==> config.mk <==
export PLATFORM = sky130hd
export DESIGN_NAME = rv_core
export DESIGN_NICKNAME = d
export VERILOG_FILES = /design/src/logic/rv_pkg.sv /design/src/logic/rv_core.sv /design/src/logic/rv_csr_file.sv /design/src/logic/rv_decode.sv /design/src/logic/rv_execute.sv /design/src/logic/rv_regfile.sv /design/src/logic/rv_retire.sv
export SDC_FILE = /design/constraint.sdc
export NUM_CORES = 2
export LEC_CHECK = 0
export BUFFER_PORTS_ARGS = -buffer_cell sky130_fd_sc_hd__buf_2
export CAP_MARGIN = 40
export CORE_MARGIN = 5
export CORE_UTILIZATION = 35
export CTS_CLUSTER_SIZE = 12
export DETAILED_ROUTE_END_ITERATION = 12
export GPL_ROUTABILITY_DRIVEN = 1
export GPL_TIMING_DRIVEN = 0
export HOLD_SLACK_MARGIN = 0.05
export PLACE_DENSITY = 0.6
export SLEW_MARGIN = 20
export SYNTH_ARGS = -nofsm -noshare
export SYNTH_HDL_FRONTEND = slang
export SYNTH_HIERARCHICAL = 1
export SYNTH_SLANG_ARGS = --single-unit
==> constraint.sdc <==
create_clock -name clk -period 10.59 [get_ports clk]
set_input_delay 2.118 -clock clk [delete_from_list [all_inputs] [get_ports clk]]
set_output_delay 2.118 -clock clk [all_outputs]
set_load 0.1 [all_outputs]
==> src/logic/rv_pkg.sv <==
package rv_pkg;

	// base opcodes of the supported subset
	localparam logic [6:0] OP_LUI    = 7'b0110111;
	localparam logic [6:0] OP_AUIPC  = 7'b0010111;
	localparam logic [6:0] OP_JAL    = 7'b1101111;
	localparam logic [6:0] OP_JALR   = 7'b1100111;
	localparam logic [6:0] OP_BRANCH = 7'b1100011;
	localparam logic [6:0] OP_LOAD   = 7'b0000011;
	localparam logic [6:0] OP_STORE  = 7'b0100011;
	localparam logic [6:0] OP_IMM    = 7'b0010011;
	localparam logic [6:0] OP_REG    = 7'b0110011;
	localparam logic [6:0] OP_SYSTEM = 7'b1110011;

	// system instructions recognized by the full word
	localparam logic [31:0] INST_ECALL  = 32'h0000_0073;
	localparam logic [31:0] INST_EBREAK = 32'h0010_0073;
	localparam logic [31:0] INST_MRET   = 32'h3020_0073;

	localparam logic [11:0] CSR_MSTATUS = 12'h300;
	localparam logic [11:0] CSR_MTVEC   = 12'h305;
	localparam logic [11:0] CSR_MEPC    = 12'h341;
	localparam logic [11:0] CSR_MCAUSE  = 12'h342;

	// environment call from M-mode
	localparam logic [31:0] MCAUSE_ECALL_M = 32'd11;

	typedef struct packed {
		logic [6:0] funct7;
		logic [4:0] rs2;
		logic [4:0] rs1;
		logic [2:0] funct3;
		logic [4:0] rd;
		logic [6:0] opcode;
	} r_fmt_s;

	typedef struct packed {
		logic [11:0] imm_11_0;
		logic [4:0]  rs1;
		logic [2:0]  funct3;
		logic [4:0]  rd;
		logic [6:0]  opcode;
	} i_fmt_s;

	typedef struct packed {
		logic [6:0] imm_11_5;
		logic [4:0] rs2;
		logic [4:0] rs1;
		logic [2:0] funct3;
		logic [4:0] imm_4_0;
		logic [6:0] opcode;
	} s_fmt_s;

	typedef struct packed {
		logic       imm_12;
		logic [5:0] imm_10_5;
		logic [4:0] rs2;
		logic [4:0] rs1;
		logic [2:0] funct3;
		logic [3:0] imm_4_1;
		logic       imm_11;
		logic [6:0] opcode;
	} b_fmt_s;

	typedef struct packed {
		logic [19:0] imm_31_12;
		logic [4:0]  rd;
		logic [6:0]  opcode;
	} u_fmt_s;

	typedef struct packed {
		logic       imm_20;
		logic [9:0] imm_10_1;
		logic       imm_11;
		logic [7:0] imm_19_12;
		logic [4:0] rd;
		logic [6:0] opcode;
	} j_fmt_s;

	// one instruction word, six ways to read it
	typedef union packed {
		r_fmt_s r_fmt;
		i_fmt_s i_fmt;
		s_fmt_s s_fmt;
		b_fmt_s b_fmt;
		u_fmt_s u_fmt;
		j_fmt_s j_fmt;
	} rv_inst_u;

	typedef enum logic [3:0] {
		ALU_ADD,
		ALU_SUB,
		ALU_AND,
		ALU_OR,
		ALU_XOR,
		ALU_SLL,
		ALU_SRL,
		ALU_SRA,
		ALU_SLT,
		ALU_SLTU
	} alu_op_e;

	typedef enum logic [2:0] {
		WB_ALU,
		WB_MEM,
		WB_PC4,
		WB_IMM,
		WB_CSR
	} wb_sel_e;

	typedef enum logic [1:0] {
		MEM_BYTE,
		MEM_HALF,
		MEM_WORD
	} mem_size_e;

	// encoded as funct3 so decode can cast directly
	typedef enum logic [2:0] {
		BR_EQ  = 3'b000,
		BR_NE  = 3'b001,
		BR_LT  = 3'b100,
		BR_GE  = 3'b101,
		BR_LTU = 3'b110,
		BR_GEU = 3'b111
	} branch_cond_e;

	typedef enum logic [1:0] {
		CSR_NONE,
		CSR_RW,
		CSR_RS
	} csr_op_e;

	typedef struct packed {
		alu_op_e      alu_op;
		logic         src1_is_pc;
		logic         src2_is_imm;
		logic         reg_wen;
		wb_sel_e      wb_sel;
		logic         is_load;
		logic         is_store;
		mem_size_e    mem_size;
		logic         load_unsigned;
		logic         is_branch;
		branch_cond_e branch_cond;
		logic         is_jal;
		logic         is_jalr;
		csr_op_e      csr_op;
		logic         is_ecall;
		logic         is_mret;
		logic         is_ebreak;
	} ctrl_s;

	typedef struct packed {
		logic [29:0] addr;
		logic [31:0] wdata;
		logic [3:0]  wmask;
		logic        wen;
		logic        ren;
	} dmem_req_s;

endpackage

==> src/logic/rv_core.sv <==
`timescale 1ns/100ps

module rv_core import rv_pkg::*; #(
	parameter logic [31:0] RESET_VECTOR = 32'h8000_0000
) (
	input  logic        clk,
	input  logic        reset,
	output logic [31:0] imem_addr,
	input  logic [31:0] imem_rdata,
	output dmem_req_s   dmem_req,
	input  logic [31:0] dmem_rdata,
	output logic        halt
);

	rv_inst_u    inst;
	ctrl_s       ctrl;
	logic [4:0]  rs1;
	logic [4:0]  rs2;
	logic [4:0]  rd;
	logic [31:0] imm;
	logic [11:0] csr_addr;
	logic [31:0] src1;
	logic [31:0] src2;
	logic [31:0] pc;
	logic [31:0] alu_result;
	logic        branch_taken;
	logic [31:0] target;
	logic [31:0] mem_addr;
	logic [31:0] csr_rdata;
	logic [31:0] trap_pc;
	logic        reg_wen;
	logic [31:0] wb_data;

	assign inst      = imem_rdata;
	assign imem_addr = pc;
	assign halt      = ctrl.is_ebreak;

	rv_decode u_decode (
		.inst     (inst),
		.rs1      (rs1),
		.rs2      (rs2),
		.rd       (rd),
		.imm      (imm),
		.csr_addr (csr_addr),
		.ctrl     (ctrl)
	);

	rv_regfile u_regfile (
		.clk    (clk),
		.wen    (reg_wen),
		.waddr  (rd),
		.wdata  (wb_data),
		.raddr1 (rs1),
		.raddr2 (rs2),
		.rdata1 (src1),
		.rdata2 (src2)
	);

	rv_execute u_execute (
		.pc           (pc),
		.src1         (src1),
		.src2         (src2),
		.imm          (imm),
		.ctrl         (ctrl),
		.alu_result   (alu_result),
		.branch_taken (branch_taken),
		.target       (target),
		.mem_addr     (mem_addr)
	);

	rv_csr_file u_csr_file (
		.clk       (clk),
		.reset     (reset),
		.pc        (pc),
		.csr_addr  (csr_addr),
		.src1      (src1),
		.ctrl      (ctrl),
		.csr_rdata (csr_rdata),
		.trap_pc   (trap_pc)
	);

	rv_retire #(
		.RESET_VECTOR (RESET_VECTOR)
	) u_retire (
		.clk          (clk),
		.reset        (reset),
		.ctrl         (ctrl),
		.imm          (imm),
		.src2         (src2),
		.alu_result   (alu_result),
		.branch_taken (branch_taken),
		.target       (target),
		.mem_addr     (mem_addr),
		.csr_rdata    (csr_rdata),
		.trap_pc      (trap_pc),
		.dmem_rdata   (dmem_rdata),
		.pc           (pc),
		.dmem_req     (dmem_req),
		.reg_wen      (reg_wen),
		.wb_data      (wb_data)
	);

endmodule

==> src/logic/rv_csr_file.sv <==
`timescale 1ns/100ps

module rv_csr_file import rv_pkg::*; (
	input  logic        clk,
	input  logic        reset,
	input  logic [31:0] pc,
	input  logic [11:0] csr_addr,
	input  logic [31:0] src1,
	input  ctrl_s       ctrl,
	output logic [31:0] csr_rdata,
	output logic [31:0] trap_pc
);

	logic [31:0] mstatus;
	logic [31:0] mtvec;
	logic [31:0] mepc;
	logic [31:0] mcause;
	logic [31:0] csr_wdata;

	always_comb begin
		case (csr_addr)
			CSR_MSTATUS: csr_rdata = mstatus;
			CSR_MTVEC:   csr_rdata = mtvec;
			CSR_MEPC:    csr_rdata = mepc;
			CSR_MCAUSE:  csr_rdata = mcause;
			default:     csr_rdata = 32'h0;
		endcase
	end

	// csrrs sets bits on top of the old value
	assign csr_wdata = (ctrl.csr_op == CSR_RW) ? src1 : (csr_rdata | src1);

	always_ff @(posedge clk) begin
		if (reset) begin
			mstatus <= '0;
			mtvec   <= '0;
			mepc    <= '0;
			mcause  <= '0;
		end else if (ctrl.is_ecall) begin
			mepc   <= pc;
			mcause <= MCAUSE_ECALL_M;
		end else if (ctrl.csr_op != CSR_NONE) begin
			case (csr_addr)
				CSR_MSTATUS: mstatus <= csr_wdata;
				CSR_MTVEC:   mtvec   <= csr_wdata;
				// mepc holds word-aligned addresses only
				CSR_MEPC:    mepc    <= {csr_wdata[31:2], 2'b00};
				CSR_MCAUSE:  mcause  <= csr_wdata;
				default: begin
					mstatus <= mstatus;
				end
			endcase
		end
	end

	// direct mode only, mode bits of mtvec are ignored
	assign trap_pc = ctrl.is_mret ? mepc : {mtvec[31:2], 2'b00};

endmodule

==> src/logic/rv_decode.sv <==
`timescale 1ns/100ps

module rv_decode import rv_pkg::*; (
	input  rv_inst_u    inst,
	output logic [4:0]  rs1,
	output logic [4:0]  rs2,
	output logic [4:0]  rd,
	output logic [31:0] imm,
	output logic [11:0] csr_addr,
	output ctrl_s       ctrl
);

	logic [6:0]  opcode;
	logic [2:0]  funct3;
	logic [6:0]  funct7;
	logic [31:0] imm_i;
	logic [31:0] imm_s;
	logic [31:0] imm_b;
	logic [31:0] imm_u;
	logic [31:0] imm_j;

	// alt selects sub or sra, funct7 bit 5
	function automatic alu_op_e alu_decode(input logic [2:0] f3, input logic alt);
		case (f3)
			3'b000: alu_decode = alt ? ALU_SUB : ALU_ADD;
			3'b001: alu_decode = ALU_SLL;
			3'b010: alu_decode = ALU_SLT;
			3'b011: alu_decode = ALU_SLTU;
			3'b100: alu_decode = ALU_XOR;
			3'b101: alu_decode = alt ? ALU_SRA : ALU_SRL;
			3'b110: alu_decode = ALU_OR;
			default: alu_decode = ALU_AND;
		endcase
	endfunction

	assign opcode   = inst.r_fmt.opcode;
	assign funct3   = inst.r_fmt.funct3;
	assign funct7   = inst.r_fmt.funct7;
	assign rs1      = inst.r_fmt.rs1;
	assign rs2      = inst.r_fmt.rs2;
	assign rd       = inst.r_fmt.rd;
	assign csr_addr = inst.i_fmt.imm_11_0;

	// sign-extended immediates per format
	assign imm_i = {{20{inst.i_fmt.imm_11_0[11]}}, inst.i_fmt.imm_11_0};
	assign imm_s = {{20{inst.s_fmt.imm_11_5[6]}}, inst.s_fmt.imm_11_5, inst.s_fmt.imm_4_0};
	assign imm_b = {{19{inst.b_fmt.imm_12}}, inst.b_fmt.imm_12, inst.b_fmt.imm_11,
			inst.b_fmt.imm_10_5, inst.b_fmt.imm_4_1, 1'b0};
	assign imm_u = {inst.u_fmt.imm_31_12, 12'h000};
	assign imm_j = {{11{inst.j_fmt.imm_20}}, inst.j_fmt.imm_20, inst.j_fmt.imm_19_12,
			inst.j_fmt.imm_11, inst.j_fmt.imm_10_1, 1'b0};

	always_comb begin
		ctrl = '0;
		imm  = '0;
		case (opcode)
			OP_LUI: begin
				imm          = imm_u;
				ctrl.reg_wen = 1'b1;
				ctrl.wb_sel  = WB_IMM;
			end
			OP_AUIPC: begin
				imm              = imm_u;
				ctrl.src1_is_pc  = 1'b1;
				ctrl.src2_is_imm = 1'b1;
				ctrl.reg_wen     = 1'b1;
			end
			OP_JAL: begin
				imm          = imm_j;
				ctrl.is_jal  = 1'b1;
				ctrl.reg_wen = 1'b1;
				ctrl.wb_sel  = WB_PC4;
			end
			OP_JALR: begin
				imm          = imm_i;
				ctrl.is_jalr = 1'b1;
				ctrl.reg_wen = 1'b1;
				ctrl.wb_sel  = WB_PC4;
			end
			OP_BRANCH: begin
				imm = imm_b;
				// funct3 010 and 011 are not branches
				if (funct3[2:1] != 2'b01) begin
					ctrl.is_branch   = 1'b1;
					ctrl.branch_cond = branch_cond_e'(funct3);
				end
			end
			OP_LOAD: begin
				imm = imm_i;
				// lw, lh, lbu, lhu only
				if (funct3 == 3'b010 || funct3 == 3'b001 || funct3 == 3'b100 ||
						funct3 == 3'b101) begin
					ctrl.is_load       = 1'b1;
					ctrl.reg_wen       = 1'b1;
					ctrl.wb_sel        = WB_MEM;
					ctrl.load_unsigned = funct3[2];
					ctrl.mem_size      = (funct3[1:0] == 2'b10) ? MEM_WORD :
							(funct3[1:0] == 2'b01) ? MEM_HALF : MEM_BYTE;
				end
			end
			OP_STORE: begin
				imm = imm_s;
				if (funct3 == 3'b000 || funct3 == 3'b001 || funct3 == 3'b010) begin
					ctrl.is_store = 1'b1;
					ctrl.mem_size = (funct3 == 3'b010) ? MEM_WORD :
							(funct3 == 3'b001) ? MEM_HALF : MEM_BYTE;
				end
			end
			OP_IMM: begin
				imm              = imm_i;
				ctrl.src2_is_imm = 1'b1;
				ctrl.reg_wen     = 1'b1;
				// addi has no sub form, only the right shifts look at funct7
				ctrl.alu_op = alu_decode(funct3, (funct3 == 3'b101) && funct7[5]);
			end
			OP_REG: begin
				ctrl.reg_wen = 1'b1;
				ctrl.alu_op  = alu_decode(funct3, funct7[5]);
			end
			OP_SYSTEM: begin
				imm = imm_i;
				if (inst == INST_ECALL) begin
					ctrl.is_ecall = 1'b1;
				end else if (inst == INST_EBREAK) begin
					ctrl.is_ebreak = 1'b1;
				end else if (inst == INST_MRET) begin
					ctrl.is_mret = 1'b1;
				end else if (funct3 == 3'b001 || funct3 == 3'b010) begin
					ctrl.csr_op  = (funct3 == 3'b001) ? CSR_RW : CSR_RS;
					ctrl.reg_wen = 1'b1;
					ctrl.wb_sel  = WB_CSR;
				end
			end
			default: begin
				ctrl = '0;
			end
		endcase
	end

endmodule

==> src/logic/rv_execute.sv <==
`timescale 1ns/100ps

module rv_execute import rv_pkg::*; (
	input  logic [31:0] pc,
	input  logic [31:0] src1,
	input  logic [31:0] src2,
	input  logic [31:0] imm,
	input  ctrl_s       ctrl,
	output logic [31:0] alu_result,
	output logic        branch_taken,
	output logic [31:0] target,
	output logic [31:0] mem_addr
);

	logic [31:0] op_a;
	logic [31:0] op_b;
	logic [4:0]  shamt;
	logic        src_eq;
	logic        src_lt;
	logic        src_ltu;
	logic        cond_met;

	assign op_a  = ctrl.src1_is_pc ? pc : src1;
	assign op_b  = ctrl.src2_is_imm ? imm : src2;
	assign shamt = op_b[4:0];

	always_comb begin
		case (ctrl.alu_op)
			ALU_ADD:  alu_result = op_a + op_b;
			ALU_SUB:  alu_result = op_a - op_b;
			ALU_AND:  alu_result = op_a & op_b;
			ALU_OR:   alu_result = op_a | op_b;
			ALU_XOR:  alu_result = op_a ^ op_b;
			ALU_SLL:  alu_result = op_a << shamt;
			ALU_SRL:  alu_result = op_a >> shamt;
			ALU_SRA:  alu_result = $signed(op_a) >>> shamt;
			ALU_SLT:  alu_result = {31'h0, $signed(op_a) < $signed(op_b)};
			ALU_SLTU: alu_result = {31'h0, op_a < op_b};
			default:  alu_result = op_a + op_b;
		endcase
	end

	// branch compares always use the register values
	assign src_eq  = (src1 == src2);
	assign src_lt  = ($signed(src1) < $signed(src2));
	assign src_ltu = (src1 < src2);

	always_comb begin
		case (ctrl.branch_cond)
			BR_EQ:   cond_met = src_eq;
			BR_NE:   cond_met = !src_eq;
			BR_LT:   cond_met = src_lt;
			BR_GE:   cond_met = !src_lt;
			BR_LTU:  cond_met = src_ltu;
			BR_GEU:  cond_met = !src_ltu;
			default: cond_met = 1'b0;
		endcase
	end

	assign branch_taken = ctrl.is_branch && cond_met;

	// load/store address doubles as the jalr sum
	assign mem_addr = src1 + imm;
	assign target   = ctrl.is_jalr ? {mem_addr[31:1], 1'b0} : pc + imm;

endmodule

==> src/logic/rv_regfile.sv <==
`timescale 1ns/100ps

module rv_regfile (
	input  logic        clk,
	input  logic        wen,
	input  logic [4:0]  waddr,
	input  logic [31:0] wdata,
	input  logic [4:0]  raddr1,
	input  logic [4:0]  raddr2,
	output logic [31:0] rdata1,
	output logic [31:0] rdata2
);

	// x1..x31, x0 has no storage
	logic [31:0] regs [1:31];

	always_ff @(posedge clk) begin
		if (wen && waddr != 5'd0) begin
			regs[waddr] <= wdata;
		end
	end

	// asynchronous reads
	assign rdata1 = (raddr1 == 5'd0) ? 32'h0 : regs[raddr1];
	assign rdata2 = (raddr2 == 5'd0) ? 32'h0 : regs[raddr2];

endmodule

==> src/logic/rv_retire.sv <==
`timescale 1ns/100ps

module rv_retire import rv_pkg::*; #(
	parameter logic [31:0] RESET_VECTOR = 32'h8000_0000
) (
	input  logic        clk,
	input  logic        reset,
	input  ctrl_s       ctrl,
	input  logic [31:0] imm,
	input  logic [31:0] src2,
	input  logic [31:0] alu_result,
	input  logic        branch_taken,
	input  logic [31:0] target,
	input  logic [31:0] mem_addr,
	input  logic [31:0] csr_rdata,
	input  logic [31:0] trap_pc,
	input  logic [31:0] dmem_rdata,
	output logic [31:0] pc,
	output dmem_req_s   dmem_req,
	output logic        reg_wen,
	output logic [31:0] wb_data
);

	logic [31:0] pc_plus4;
	logic [31:0] next_pc;
	logic [31:0] store_data;
	logic [3:0]  store_mask;
	logic [7:0]  load_byte;
	logic [15:0] load_half;
	logic [31:0] load_data;

	assign pc_plus4 = pc + 32'd4;

	// traps first, then jumps and taken branches
	always_comb begin
		if (ctrl.is_ecall || ctrl.is_mret) begin
			next_pc = trap_pc;
		end else if (ctrl.is_jal || ctrl.is_jalr || branch_taken) begin
			next_pc = target;
		end else begin
			next_pc = pc_plus4;
		end
	end

	always_ff @(posedge clk) begin
		if (reset) begin
			pc <= RESET_VECTOR;
		end else begin
			pc <= next_pc;
		end
	end

	// replicate the data, the mask picks the lane
	always_comb begin
		case (ctrl.mem_size)
			MEM_BYTE: begin
				store_data = {4{src2[7:0]}};
				store_mask = 4'b0001 << mem_addr[1:0];
			end
			MEM_HALF: begin
				store_data = {2{src2[15:0]}};
				store_mask = mem_addr[1] ? 4'b1100 : 4'b0011;
			end
			default: begin
				store_data = src2;
				store_mask = 4'b1111;
			end
		endcase
	end

	assign dmem_req.addr  = mem_addr[31:2];
	assign dmem_req.wdata = store_data;
	assign dmem_req.wmask = ctrl.is_store ? store_mask : 4'b0000;
	assign dmem_req.wen   = ctrl.is_store;
	assign dmem_req.ren   = ctrl.is_load;

	assign load_byte = dmem_rdata[{mem_addr[1:0], 3'b000} +: 8];
	assign load_half = dmem_rdata[{mem_addr[1], 4'b0000} +: 16];

	always_comb begin
		case (ctrl.mem_size)
			MEM_BYTE: load_data = ctrl.load_unsigned ? {24'h0, load_byte} :
					{{24{load_byte[7]}}, load_byte};
			MEM_HALF: load_data = ctrl.load_unsigned ? {16'h0, load_half} :
					{{16{load_half[15]}}, load_half};
			default:  load_data = dmem_rdata;
		endcase
	end

	always_comb begin
		case (ctrl.wb_sel)
			WB_MEM:  wb_data = load_data;
			WB_PC4:  wb_data = pc_plus4;
			WB_IMM:  wb_data = imm;
			WB_CSR:  wb_data = csr_rdata;
			default: wb_data = alu_result;
		endcase
	end

	assign reg_wen = ctrl.reg_wen;

endmodule

==> impl_metrics.csv <==
group,metric,value,unit
run_status,status,"finished with violations",
run_status,violations,"setup timing",
final_layout,fin_nets,7193,
worst_setup_path,cp.arrival,11.23,ns
worst_setup_path,cp.depth,30,
final_layout,fillers,19895,
synthesis,syn-mean-instance-area,11.5,sq um
floorplanning,die_area,0.220,sq mm
floorplanning,die_w,469,um
worst_setup_path,slowest_stage,"nand4_1",
detailed_routing,drt_iter0_markers,10291,
placement,post_dp_cell_area,0.0820,sq mm
timing,maxSlewHeadroom,19.4,%
synthesis,synth_edf_count,992,
timing,tns,-4.02,ns
detailed_routing,drc_errors,0,
timing,hold_viol,0,
detailed_routing,wl_per_cell,40.6,um
global_routing,grt_max_degree,32,
placement,place_ws,-2.32,ns
clocking,h-tree-depth,4,
synthesis,syn_nets,6644,
synthesis,ys.flop_type,"edfxtp_1",
detailed_routing,drtAntennaViolNets,0,
placement,gp_congestion,1.09,
worst_setup_path,rr_worst_depth,24,
floorplanning,die_y,469,um
global_routing,grt_pass1_vias,61309,
synthesis,syn_inst,6382,
global_routing,grt_first_pass_wirelength,533,mm
final_layout,seq_area,0.0330,sq mm
synthesis,synth_cell_type_count,130,
worst_hold_path,hold_path_class,"flip-flop to flip-flop",
synthesis,async_reset_ff_share,0,%
timing,period_needed,10.72,ns
worst_setup_path,critPathBufInv,12,
flow_run,cap_violations,0,
detailed_routing,viasPerCell,6.66,
worst_setup_path,crit_type,"input port to flip-flop",
worst_setup_path,crit_path_start,"imem_rdata[20]",
pwr,cellLeakagePower,30.6,nW
clocking,cts_buffers,130,
final_layout,utilization,41.5,%
worst_setup_path,endpoint,"u_regfile/regs[11][28]",
synthesis,synthSimpleGateAreaFrac,10.3,%
final_layout,final_cell_area,0.0869,sq mm
timing,setup_viol,76,
detailed_routing,dr.pass1.iters,8,
synthesis,muxShareOfSynthArea,19.6,%
clocking,cts_root_buf,"clkbuf_16",
detailed_routing,drt_wl_total,399,mm
worst_setup_path,cp-end-kind,"flip-flop",
timing,slew_viol_final,0,
clocking,path_clk_slew,0.06,ns
placement,place_hpwl,314,mm
synthesis,synth-seq-cells,1152,
worst_setup_path,worst-r2r-setup-slack,2.31,ns
synthesis,syn_area,0.0737,sq mm
clocking,numClockSinks,1152,
timing,max_slew.worst_pin.slew,1.21,ns
synthesis,synth_fa_ha_area_share,3.38,%
worst_setup_path,max_stage_delay,0.80,ns
clocking,clkLatencyLatePin,0.80,ns
worst_setup_path,cp-start-kind,"input port",
global_routing,gr-total-overflow,0,
synthesis,ys_warn_count,6,
floorplanning,row_count,168,
floorplanning,core_area,0.210,sq mm
clocking,cts_hold_buf,0,
synthesis,synth_top_family_by_area,"multiplexers",
pwr,power,14.4,mW
clocking,clk_path_buf_depth,3,
floorplanning,start_util,35.2,%
final_layout,area_growth,18.0,%
synthesis,synth_compound_area_share,16.1,%
global_routing,grt_usage,35.3,%
timing,fmax,93.3,MHz
final_layout,multi_input_area,0.0380,sq mm
clocking,cts_tree,"built",
placement,port_buffers,164,
worst_setup_path,cp.required,11.11,ns
synthesis,ys_seq_area_share,44.8,%
timing,fin_worst_skew,0.0477,ns
worst_setup_path,timing.critical_path.mode_cell,"buf_4",
detailed_routing,via_count,65621,
timing,fin_ws,-0.125,ns
worst_setup_path,r2r-end,"u_regfile/regs[11][28]",
worst_setup_path,r2r-start,"u_regfile/regs[26][1]",
global_routing,antenna_found_initial,52,
final_layout,drive_gt1_share,22.4,%
synthesis,yosys.area_share.xor_xnor,0.938,%
worst_setup_path,worst-path-max-fanout,10,
pwr,worst_ir_drop_vdd,0.191,mV
floorplanning,io_pins,167,
timing,finalCritPeriodShare,101,%
pwr,p_per_area,165,mW/mm^2
worst_setup_path,crit_family,"compound AO/OA/AOI/OAI gates",
what timing repair did:
item	4_1_cts	5_1_grt
endpoints found under the setup margin	822	373
pin swaps	7	7
setup buffers	7	9
gates resized for setup	111	58
cell usage after synthesis (all sizes together), types with 38 or more instances:
cell,number,area [sq um]
nor2b,72,450
nand4,53,353
a31oi,63,394
a211oi,67,508
a221oi,77,681
clkbuf,289,1090
a2111oi,50,510
o21a,51,383
ha,192,2400
inv,186,698
nand3,138,721
nand3b,61,458
buf,281,1780
a311oi,71,634
a22o,84,736
a21oi,408,2040
a22oi,112,841
nor3,68,362
mux4,353,7990
nand2,362,1370
xnor2,47,419
mux2i,505,5060
o22ai,38,238
mux2,126,1420
nor2,454,1720
o21ai,285,1430
dfxtp,160,3200
edfxtp,992,29800
o211ai,62,480
a21o,100,751
and2,67,422
a211o,42,368
nand2b,46,288
worst min path at each step:
stage	depth (start not counted)	end	startpoint	slack, ns
after floorplan	2	u_csr_file/mepc[0]	u_csr_file/mepc[0]	0.48
after global placement	2	u_csr_file/mstatus[1]	u_csr_file/mstatus[1]	0.50
after detailed placement	2	u_csr_file/mstatus[5]	u_csr_file/mstatus[5]	0.51
after CTS	2	u_csr_file/mstatus[5]	u_csr_file/mstatus[5]	0.52
after global routing	2	u_csr_file/mstatus[0]	u_csr_file/mstatus[0]	0.54
final	2	u_csr_file/mstatus[5]	u_csr_file/mstatus[5]	0.52
layout by cell type (no fill, tap or decap), types with 33 or more instances in the layout:
cell type	count
and2_1	63
nand2_1	361
mux2i_1	474
nor2_1	415
buf_6	86
nor3_1	64
nand3b_1	61
a311oi_1	69
o211ai_1	59
buf_4	198
edfxtp_1	992
buf_12	33
nand4_1	51
nand3_1	134
o21a_1	49
inv_1	175
clkbuf_1	288
a31oi_1	53
nor2b_1	72
clkbuf_16	137
o21ai_0	213
buf_2	250
a21oi_1	401
or3b_2	35
a22o_1	84
buf_16	47
a21o_1	100
dfxtp_1	160
xnor2_1	44
a211o_1	42
a221oi_1	75
mux2_2	120
a211oi_1	65
a22oi_1	112
mux4_2	343
o22ai_1	36
o21ai_1	69
ha_1	192
nand2b_1	46
per-layer routing:
layer	GRT usage [%]	vias to the layer above	routed length, um
met3	10.7	1059	47400
met1	45.0	33436	149000
li1	-	26181	-
met5	0	-	168
met4	22.7	28	31500
met2	52.0	4917	171000
worst min-delay path, cell delays in order (launching register included):
cell and delay (ns):
dfxtp_1 0.31, a21oi_1 0.11, a311oi_1 0.05
through the flow:
| stage | cells | hold WS, ns |
|---|---|---|
| 6_report | 9847 | 0.519 |
| 5_1_grt | 9825 | 0.536 |
| 4_1_cts | 9799 | 0.517 |
| 3_5_place_dp | 9580 | 0.511 |
| 3_3_place_gp | 9351 | 0.501 |
| 2_1_floorplan | 6382 | 0.480 |
cell type report:
cell class | count | area share, %
plain buffers | 564 | 3.52
clock buffers | 175 | 4.17
clock inverters | 42 | 0.477
diodes | 26 | 0.0749
repair buffers | 423 | 5.16
inverters | 188 | 0.812
flip-flops and latches | 1152 | 38.0
well taps | 2805 | 4.04
multi-input cells | 4472 | 43.8
state kept, by name (all words and copies together) (netlist names):
signal and flops:
u_csr_file/mepc 32, u_retire/pc 32, u_csr_file/mstatus 32, u_csr_file/mtvec 32, u_csr_file/mcause 32, u_regfile/regs 992
power by group:
part,switching [mW],internal (mW),total (mW)
logic,3.18,1.37,4.56
registers,0.0167,5.38,5.40
clock network,1.90,2.52,4.42
total,5.10,9.27,14.4
logic make-up (layout without fill, tap and decap cells):
group	count (synthesis)	in the layout
xor gates and xnor gates	78	78
other	0	26
adders and majority gates	197	197
AOI/OAI and AO/OA	1718	1718
buffers and inverters	758	1392
muxes	984	984
and+or+nand+nor	1495	1495
DFF	1152	1152
No activity file was read; power rests on OpenSTA's default activity.
